==> config.mk <==
export PLATFORM = sky130hd
export DESIGN_NAME = sha_msg_schedule
export DESIGN_NICKNAME = d
export VERILOG_FILES = /design/src/hw/sha_sched_pkg.sv /design/src/hw/msg_block_loader.sv /design/src/hw/msg_schedule_expander.sv /design/src/hw/sha_msg_schedule.sv
export SDC_FILE = /design/constraint.sdc
export NUM_CORES = 2
export LEC_CHECK = 0
export ABC_AREA = 1
export BUFFER_PORTS_ARGS = -buffer_cell sky130_fd_sc_hd__buf_4
export CAP_MARGIN = 20
export CORE_MARGIN = 2
export CORE_UTILIZATION = 50
export DETAILED_ROUTE_END_ITERATION = 7
export GPL_TIMING_DRIVEN = 0
export PLACE_DENSITY = 0.73
export SETUP_SLACK_MARGIN = 0.05
export SLEW_MARGIN = 0
export SYNTH_ARGS = -nofsm -noshare
export SYNTH_HDL_FRONTEND = slang
export SYNTH_SLANG_ARGS = --single-unit
==> constraint.sdc <==
create_clock -name clk -period 41.2 [get_ports clk]
set_input_delay 4.12 -clock clk [delete_from_list [all_inputs] [get_ports clk]]
set_output_delay 4.12 -clock clk [all_outputs]
set_load 0.05 [all_outputs]
==> src/hw/sha_sched_pkg.sv <==
// shared widths, types and sigma functions for the sha-256 message schedule
`default_nettype none

package sha_sched_pkg;

    ////////////////////////////////////////////////////////////
    // sizes
    ////////////////////////////////////////////////////////////

    localparam int BLOCK_WORDS  = 16;
    localparam int BLOCK_BYTES  = 64;
    localparam int SCHED_ROUNDS = 64;

    ////////////////////////////////////////////////////////////
    // types
    ////////////////////////////////////////////////////////////

    typedef logic [7:0]  byte_t;
    typedef logic [31:0] word_t;
    typedef logic [5:0]  word_index_t;

    // word 0 sits in the top 32 bits
    typedef word_t [0:BLOCK_WORDS-1] block_t;

    typedef struct packed {
        word_t       data;
        word_index_t index;
        logic        last;
    } sched_word_s;

    ////////////////////////////////////////////////////////////
    // sigma functions
    ////////////////////////////////////////////////////////////

    function automatic word_t rotr(word_t x, int unsigned n);
        return (x >> n) | (x << (32 - n));
    endfunction

    function automatic word_t small_sigma0(word_t x);
        return rotr(x, 7) ^ rotr(x, 18) ^ (x >> 3);
    endfunction

    function automatic word_t small_sigma1(word_t x);
        return rotr(x, 17) ^ rotr(x, 19) ^ (x >> 10);
    endfunction

endpackage

`default_nettype wire

==> src/hw/msg_block_loader.sv <==
// byte stream to 512-bit block packer for the sha-256 message schedule
`timescale 1ns/1ps
`default_nettype none

module msg_block_loader (
    input  wire                  clk,
    input  wire                  reset,

    // byte stream in
    input  wire                  byte_valid,
    input  sha_sched_pkg::byte_t byte_data,
    output logic                 byte_ready,

    // block out to the expander
    output logic                 block_valid,
    output sha_sched_pkg::block_t block_data,
    input  wire                  block_ready
);

    import sha_sched_pkg::*;

    localparam int CNT_W = $clog2(BLOCK_BYTES);

    logic [CNT_W-1:0]             byte_cnt_q;
    logic [$clog2(BLOCK_WORDS)-1:0] word_sel;
    logic                         full_q;
    logic                         last_byte;
    logic                         byte_take;
    logic                         block_take;
    block_t                       block_q;

    ////////////////////////////////////////////////////////////
    // handshakes
    ////////////////////////////////////////////////////////////

    assign byte_ready  = !full_q;
    assign block_valid = full_q;
    assign block_data  = block_q;

    assign byte_take  = byte_valid && byte_ready;
    assign block_take = block_valid && block_ready;

    // four bytes per word, msb first
    assign word_sel  = byte_cnt_q[CNT_W-1:2];
    assign last_byte = (byte_cnt_q == CNT_W'(BLOCK_BYTES - 1));

    ////////////////////////////////////////////////////////////
    // byte counter and full flag
    ////////////////////////////////////////////////////////////

    always_ff @(posedge clk)
    begin
        if (reset)
        begin
            byte_cnt_q <= '0;
            full_q     <= 1'b0;
        end
        else
        begin
            // wraps to zero after the last byte
            if (byte_take)
                byte_cnt_q <= byte_cnt_q + 1'b1;

            if (byte_take && last_byte)
                full_q <= 1'b1;
            else if (block_take)
                full_q <= 1'b0;
        end
    end

    // earlier bytes of the word move up by one byte
    always_ff @(posedge clk)
    begin
        if (byte_take)
            block_q[word_sel] <= {block_q[word_sel][23:0], byte_data};
    end

    ////////////////////////////////////////////////////////////
    // checks
    ////////////////////////////////////////////////////////////

    // counter sits at zero from the 64th byte until the handover
    a_no_byte_while_full : assert property (
        @(posedge clk) disable iff (reset)
        full_q |-> (byte_cnt_q == '0)
    ) else $error("loader took a byte while holding a full block");

    a_block_stable : assert property (
        @(posedge clk) disable iff (reset)
        (block_valid && !block_ready) |=> (block_valid && $stable(block_data))
    ) else $error("block_data changed while waiting for block_ready");

endmodule

`default_nettype wire

==> src/hw/msg_schedule_expander.sv <==
// sixteen-word window that expands one block into the sha-256 schedule words
`timescale 1ns/1ps
`default_nettype none

module msg_schedule_expander #(
    parameter int ROUNDS = sha_sched_pkg::SCHED_ROUNDS
) (
    input  wire                        clk,
    input  wire                        reset,

    // block in from the loader
    input  wire                        block_valid,
    input  sha_sched_pkg::block_t      block_data,
    output logic                       block_ready,

    // schedule words out
    output logic                       word_valid,
    output sha_sched_pkg::sched_word_s word,
    input  wire                        word_ready
);

    import sha_sched_pkg::*;

    block_t      window_q;
    word_index_t idx_q;
    logic        busy_q;
    logic        last_word;
    logic        block_take;
    logic        word_take;
    word_t       next_word;

    // round count must cover the block and fit the index
    if (ROUNDS < BLOCK_WORDS + 1 || ROUNDS > SCHED_ROUNDS)
    begin : g_bad_rounds
        $error("ROUNDS must be between 17 and 64");
    end

    ////////////////////////////////////////////////////////////
    // handshakes and output word
    ////////////////////////////////////////////////////////////

    assign block_ready = !busy_q;
    assign word_valid  = busy_q;

    assign block_take = block_valid && block_ready;
    assign word_take  = word_valid && word_ready;

    assign last_word = (idx_q == word_index_t'(ROUNDS - 1));

    assign word = '{
        data:  window_q[0],
        index: idx_q,
        last:  last_word
    };

    // window[0] is W(t-16), window[15] is W(t-1)
    assign next_word = small_sigma1(window_q[14]) + window_q[9]
                     + small_sigma0(window_q[1]) + window_q[0];

    ////////////////////////////////////////////////////////////
    // control
    ////////////////////////////////////////////////////////////

    always_ff @(posedge clk)
    begin
        if (reset)
        begin
            busy_q <= 1'b0;
            idx_q  <= '0;
        end
        else if (block_take)
        begin
            busy_q <= 1'b1;
            idx_q  <= '0;
        end
        else if (word_take)
        begin
            idx_q <= idx_q + 1'b1;
            if (last_word)
                busy_q <= 1'b0;
        end
    end

    ////////////////////////////////////////////////////////////
    // window
    ////////////////////////////////////////////////////////////

    always_ff @(posedge clk)
    begin
        if (block_take)
            window_q <= block_data;
        else if (word_take)
            window_q <= {window_q[1:BLOCK_WORDS-1], next_word};
    end

    ////////////////////////////////////////////////////////////
    // checks
    ////////////////////////////////////////////////////////////

    a_word_stable : assert property (
        @(posedge clk) disable iff (reset)
        (word_valid && !word_ready) |=> (word_valid && $stable(word))
    ) else $error("schedule word changed under back-pressure");

    // the last word hands the expander back to the loader
    a_idle_after_last : assert property (
        @(posedge clk) disable iff (reset)
        (word_take && last_word) |=> block_ready
    ) else $error("expander still busy after the last word");

endmodule

`default_nettype wire

==> src/hw/sha_msg_schedule.sv <==
// sha-256 message schedule generator built from a byte loader and an expander
`timescale 1ns/1ps
`default_nettype none

module sha_msg_schedule #(
    parameter int ROUNDS = sha_sched_pkg::SCHED_ROUNDS
) (
    input  wire                        clk,
    input  wire                        reset,

    // message bytes, msb of each word first
    input  wire                        byte_valid,
    input  sha_sched_pkg::byte_t       byte_data,
    output logic                       byte_ready,

    // schedule words W0 to W(ROUNDS-1)
    output logic                       word_valid,
    output sha_sched_pkg::sched_word_s word,
    input  wire                        word_ready
);

    import sha_sched_pkg::*;

    ////////////////////////////////////////////////////////////
    // loader to expander
    ////////////////////////////////////////////////////////////

    logic   block_valid;
    logic   block_ready;
    block_t block_data;

    // next block fills while the current one expands
    msg_block_loader u_loader (
        .clk         (clk),
        .reset       (reset),
        .byte_valid  (byte_valid),
        .byte_data   (byte_data),
        .byte_ready  (byte_ready),
        .block_valid (block_valid),
        .block_data  (block_data),
        .block_ready (block_ready)
    );

    msg_schedule_expander #(
        .ROUNDS (ROUNDS)
    ) u_expander (
        .clk         (clk),
        .reset       (reset),
        .block_valid (block_valid),
        .block_data  (block_data),
        .block_ready (block_ready),
        .word_valid  (word_valid),
        .word        (word),
        .word_ready  (word_ready)
    );

endmodule

`default_nettype wire

# == After elaboration in Yosys (flattened, before gate mapping) ==
# Index checks and enable logic that the tools add are counted.
# totals
output_inout_bits,41
in_bits,12
register_bits,1038
# classes
n_bitwise,9
n_mux,13
reduce_logical,12
magnitude_cmp,2
eq_ne,2
addsub,5
# op_table
cell,count
two-way mux 512 bit,2
bitwise mux 512 bit,1
binary-select mux 32 bit (select 4 bit),1
demux 32 bit (select 4 bit),1
adder 32 bit,3
bitwise XOR 32 bit,2
two-way mux 24 bit,2
two-way mux 32 bit,1
bitwise OR 13 x 32 -> 32 bit,1
bitwise OR 14 x 32 -> 32 bit,1
bitwise OR 15 x 32 -> 32 bit,1
bitwise OR 25 x 32 -> 32 bit,1
bitwise XOR 32 x 22 -> 32 bit,1
bitwise XOR 32 x 29 -> 32 bit,1
"adder 6 x 1 -> 6 bit, second input constant",2
"equality test 6 bit, second input constant",2
nonzero test 2 bit,3
">= comparator 5 bit, second input constant",1
logical AND 1 bit,5
"< comparator 5 x 1 -> 1 bit, second input constant",1
two-way mux 1 bit,5
inverter 4 -> 5 bit,1
zero test 1 bit,2
AND reduction 2 bit,1
OR reduction 2 bit,1

# == Depth between registers and ports, before layout ==
# depth
word_depth,8
ltp_mapped,19
depth_no_buf,19

# == Modules after synthesis ==
# From an unflattened synthesis, not the netlist that was laid out.
# hier_totals
hier_cells,4741
area_unflattened_um2,47536.8
# modules_own_cells
mod,area_per_inst_um2,seq_area_each_um2,cells_per_inst,n_inst
msg_schedule_expander,27231.1,15514.9,3005,1
msg_block_loader,20305.7,15514.9,1736,1

# == Worst setup path after synthesis ==
# No wires, ideal clock.
# synth_path
path_type,input-to-reg
start,input word_ready
end,register u_expander.window_q[0] (netlist name) (enable)
required_ns,37.510
path_buffers,0
slack_ns,24.974
cell_stages,2
arrival_ns,12.535
cell_sequence,nand2_1 -> nand2_1
# synth_between
elab_chain_cells,2
# synth_rtl
element,line_no,text
"start, declared",sha_msg_schedule.sv:19,input wire word_ready
logical AND 1 bit,msg_schedule_expander.sv:46,assign word_take = word_valid && word_ready;
nonzero test 2 bit (no line),n/a,
"end signal, assigned",msg_schedule_expander.sv:91,window_q <= block_data;
"end signal, assigned",msg_schedule_expander.sv:93,"window_q <= {window_q[1:BLOCK_WORDS-1], next_word};"
"end, declared",msg_schedule_expander.sv:24,block_t window_q;
# Every way passes these cells.
# A chain may end at the register's enable or synchronous reset.

# == Final worst setup path ==
# layout_path
start,register u_expander.idx_q[0]
end,output word[0] (netlist name)
# layout_between
elab_chain_cells,1
# layout_rtl
element,line_no,text
"start, declared",msg_schedule_expander.sv:25,word_index_t idx_q;
"start signal, assigned",msg_schedule_expander.sv:78,idx_q <= idx_q + 1'b1;
equality test 6 bit,msg_schedule_expander.sv:48,assign last_word = (idx_q == word_index_t'(ROUNDS - 1));
"end, declared",sha_msg_schedule.sv:18,"output sha_sched_pkg::sched_word_s word,"
# Every way passes these cells.

==> results.md <==
- PortBufs: 52
- Setup crit end: word[0]
- CP Class: reg -> out
- H-tree level count: 3
- Post-synthesis cell type count: 32
- Fillers: 7255
- Most numerous cell in the Yosys netlist: nand2_1
- CTS tree: done
- Crit-path max FO: 4
- Synthesized net count: 4112
- Post-route setup slack: 35.04 ns
- Die width: 306 um
- Bufs and invs on worst path: 4
- Fraction of layout cells with a size suffix above 1: 0.0896
- Crit path from: u_expander.idx_q[0]$_SDFFE_PP0P_
- CP top delay family: buffers and inverters
- Final min period: 6.16 ns
- Grt total ovfl: 0
- WL/cell: 26.1 um
- Primary FF master, synth: edfxtp_1
- Area growth from synthesis to layout: 12.6%
- Startpoint types: flop
- Io pins: 53
- Syn. warnings: 0
- Largest family of logic cells by synthesized area: simple AND/OR/NAND/NOR gates
- Slew headroom: 0.218
- Total Routed Length: 142000 um
- EDFF count, synth: 1024
- Core area: 90300 um^2
- Max Fclk: 162 MHz
- Post-CTS sizing: 0
- First-pass GRT wire length: 202000 um
- Clock Skews: 0.0357 ns
- Worst slew pin tran: 1.17 ns
- # clock sinks: 1038
- Multiplexer share of the synthesized area: 0
- Die Area: 93900 um^2
- Top cell type by total area after synthesis: edfxtp_1
- Post-synthesis async set-or-reset flop share: 0
- NetSw: 0.000423 W
- Endpoints failing setup: 0
- Register area: 31000 um^2
- Final Hold Fails: 0
- Combinational cell fraction of total power: 0.018
- Area of the multi-input gates: 12000 um^2
- Commonest cells post-synth: nand2_1, edfxtp_1, inv_1
- Hold WC Path Type: reg -> reg
- Largest net degree at the start of global routing: 70
- Crit path depth: 7
- Setup Fix Bufs, Post-CTS: 0
- Total Routing Usage GR: 0.301
- Critical Path Sink Type: primary output
- CTS buffer count: 99
- Crit-path slowest cell: dfxtp_1
- Worst Reg-to-Reg Cells: 14
- CTS clk-pin slew, worst paths: 0.06 ns
- Switching portion of total power: 0.202
- Root buffer cell: clkbuf_16
- Reg2reg end: u_expander.window_q[13]$_DFFE_PP_
- Pwr/cell area: 40.6 nW/um^2
- Simple-gate portion of the synthesized area: 0.139
- Drt drc: 0
- Routed Antenna Nets: 0
- Reg2reg setup slack: 36.44 ns
- Total vias in the final route: 31393
- Seq pwr share: 0.555
- Synth Instances: 4005
- Tcrit/Tclk final: 0.149
- Nets: 4297
- Worst VDD drop: 0.0000339 V
- Vias in the first global route: 29864
- Slew Limit Fails: 0
- Status: finished, final reports clean
- Worst-skew pair later-pin latency: 0.67 ns
- Post-synthesis sequential area ratio: 0.678
- DP Worst Slack: 34.61 ns
- Top-area cell type share of the netlist area: 0.672
- Adder-cell share of the synthesized area: 0.0362
- Reg-to-Reg Start: u_expander.window_q[456]$_DFFE_PP_
- Max cap viols: 0
- Gp weighted congestion: 1.01
- Hold_buf cts: 0
- Initial antenna violation count: 5
- Synthesized area: 45700 um^2
- Maximum number of buffers from clock root to sink: 3
- DR iter-0 viols: 5189
- Leakage: 20.7 nW
- Setup TNS: 0 ns
- Drt pass-1 iters: 6
- Post-DP HPWL: 104000 um
- Internal Power: 0.00167 W
- Compound-Gate Fraction of Synth Area: 0.0594
- RSZ-0062 raised after global routing: false
- Flops & latches, synth: 1038
- Initial Util: 0.507
- CP required: 37.08 ns
- XOR/XNOR Fraction of Synth Area: 0.0260
- Via/cell ratio: 5.77
- Crit-path max cell delay: 0.39 ns
- Syn_area_per_cell: 11.4 um^2
- Rows: 110
- Critical-path cell list: ha_1 -> inv_1 -> nor3_1 -> nand3_1 -> inv_1 -> buf_4 -> buf_4
- Die H: 306 um
- Area contributors post-synth: edfxtp_1, nand2_1, inv_1
- CP arrival: 2.04 ns
- Clk network pwr share: 0.427
[cell type report]
| cell class | count | area share |
|---|---|---|
| Sequential cell | 1038 | 0.603 |
| Inverter | 477 | 0.0348 |
| Clock inverter | 57 | 0.00945 |
| Multi-Input combinational cell | 2294 | 0.234 |
| Buffer | 196 | 0.0200 |
| Timing Repair Buffer | 84 | 0.0207 |
| Antenna cell | 1 | 0.0000486 |
| Clock buffer | 119 | 0.0504 |
| Tap cell | 1176 | 0.0286 |
[cells in the final DEF (no fill, tap or decap), types with 4 or more instances in the layout]
cell          n
clkbuf_16   101
dfxtp_1      14
nand2_1    1477
clkinv_1     29
inv_2         4
xnor2_1      66
buf_4        87
nand3_1      45
buf_2       100
ha_1         33
buf_1        15
clkinv_2     15
buf_6         5
a21oi_1      25
buf_8         6
nor2_4       18
nor2_1       50
xor2_1       70
edfxtp_1   1024
nand4_1      28
inv_1       473
buf_12       17
nor3_1        9
clkbuf_1     59
and2_1        4
fa_1         62
buf_16        9
a22oi_1     111
o21ai_0     203
bufinv_16     9
o221ai_1     81
[cells by family (layout without fill, tap and decap cells)]
kind of cell,Yosys count,count (layout)
DFF,1038,1038
adders and majority gates,95,95
and+or+nand+nor,1639,1639
other,0,1
AOI/OAI and AO/OA,424,424
buffers and inverters,673,933
xor gates and xnor gates,136,136
[state kept, by name (all words and copies together), names as in the netlist]
register / cells
u_expander.idx_q: 6
u_loader.block_data: 512
u_expander.window_q: 480
u_expander.word_valid: 1
u_loader.block_valid: 1
u_loader.byte_cnt_q: 6
u_expander.word: 32
[tightest hold or removal path: cells and delay by family, from the launching register on]
family	cells	cell delay (ns)
flops	1	0.32
simple gates	2	0.09
[worst min-delay path by stage]
| stage | startpoint | endpoint | slack [ns] | cells past startpoint |
|---|---|---|---|---|
| after floorplan | u_loader.byte_cnt_q[1]$_SDFFE_PP0P_ | u_loader.byte_cnt_q[3]$_SDFFE_PP0P_ | 0.48 | 2 |
| after global placement | u_expander.idx_q[2]$_SDFFE_PP0P_ | u_expander.idx_q[2]$_SDFFE_PP0P_ | 0.49 | 2 |
| after detailed placement | u_expander.window_q[160]$_DFFE_PP_ | u_expander.window_q[192]$_DFFE_PP_ | 0.50 | 2 |
| after CTS | u_expander.window_q[408]$_DFFE_PP_ | u_expander.window_q[440]$_DFFE_PP_ | 0.49 | 2 |
| after global routing | u_expander.window_q[182]$_DFFE_PP_ | u_expander.window_q[214]$_DFFE_PP_ | 0.52 | 2 |
| final | u_expander.window_q[408]$_DFFE_PP_ | u_expander.window_q[440]$_DFFE_PP_ | 0.49 | 2 |
[metal layers]
metal | routed length [um] | GRT usage | up-vias
li1 | - | - | 13745
met1 | 52400 | 0.406 | 15036
met2 | 62900 | 0.458 | 2242
met3 | 18600 | 0.0733 | 366
met4 | 8020 | 0.154 | 4
met5 | 25 | 0 | -
[per-stage QoR]
step,total power (W),util,hold WS [ns],instances,instance area (um^2)
finish,0.00209,0.570,0.492,5442,51500
global placement,0.00122,0.527,0.487,5233,47600
floorplan,0.00120,-,0.484,4005,45700
detailed placement,0.00122,0.536,0.496,5264,48400
CTS,0.00209,0.570,0.491,5440,51500
global route,0.00213,0.570,0.521,5441,51500
[power by group through the flow]
stage / logic (W) / registers [W] / clock network [W]
2_1_floorplan: 0.0000138 / 0.00118 / 0
3_5_place_dp: 0.0000363 / 0.00118 / 0
6_report: 0.0000385 / 0.00116 / 0.000893
4_1_cts: 0.0000365 / 0.00116 / 0.000888
5_1_grt: 0.0000394 / 0.00116 / 0.000929
3_3_place_gp: 0.0000326 / 0.00118 / 0
Note: power is estimated with default switching activity, not from simulation.
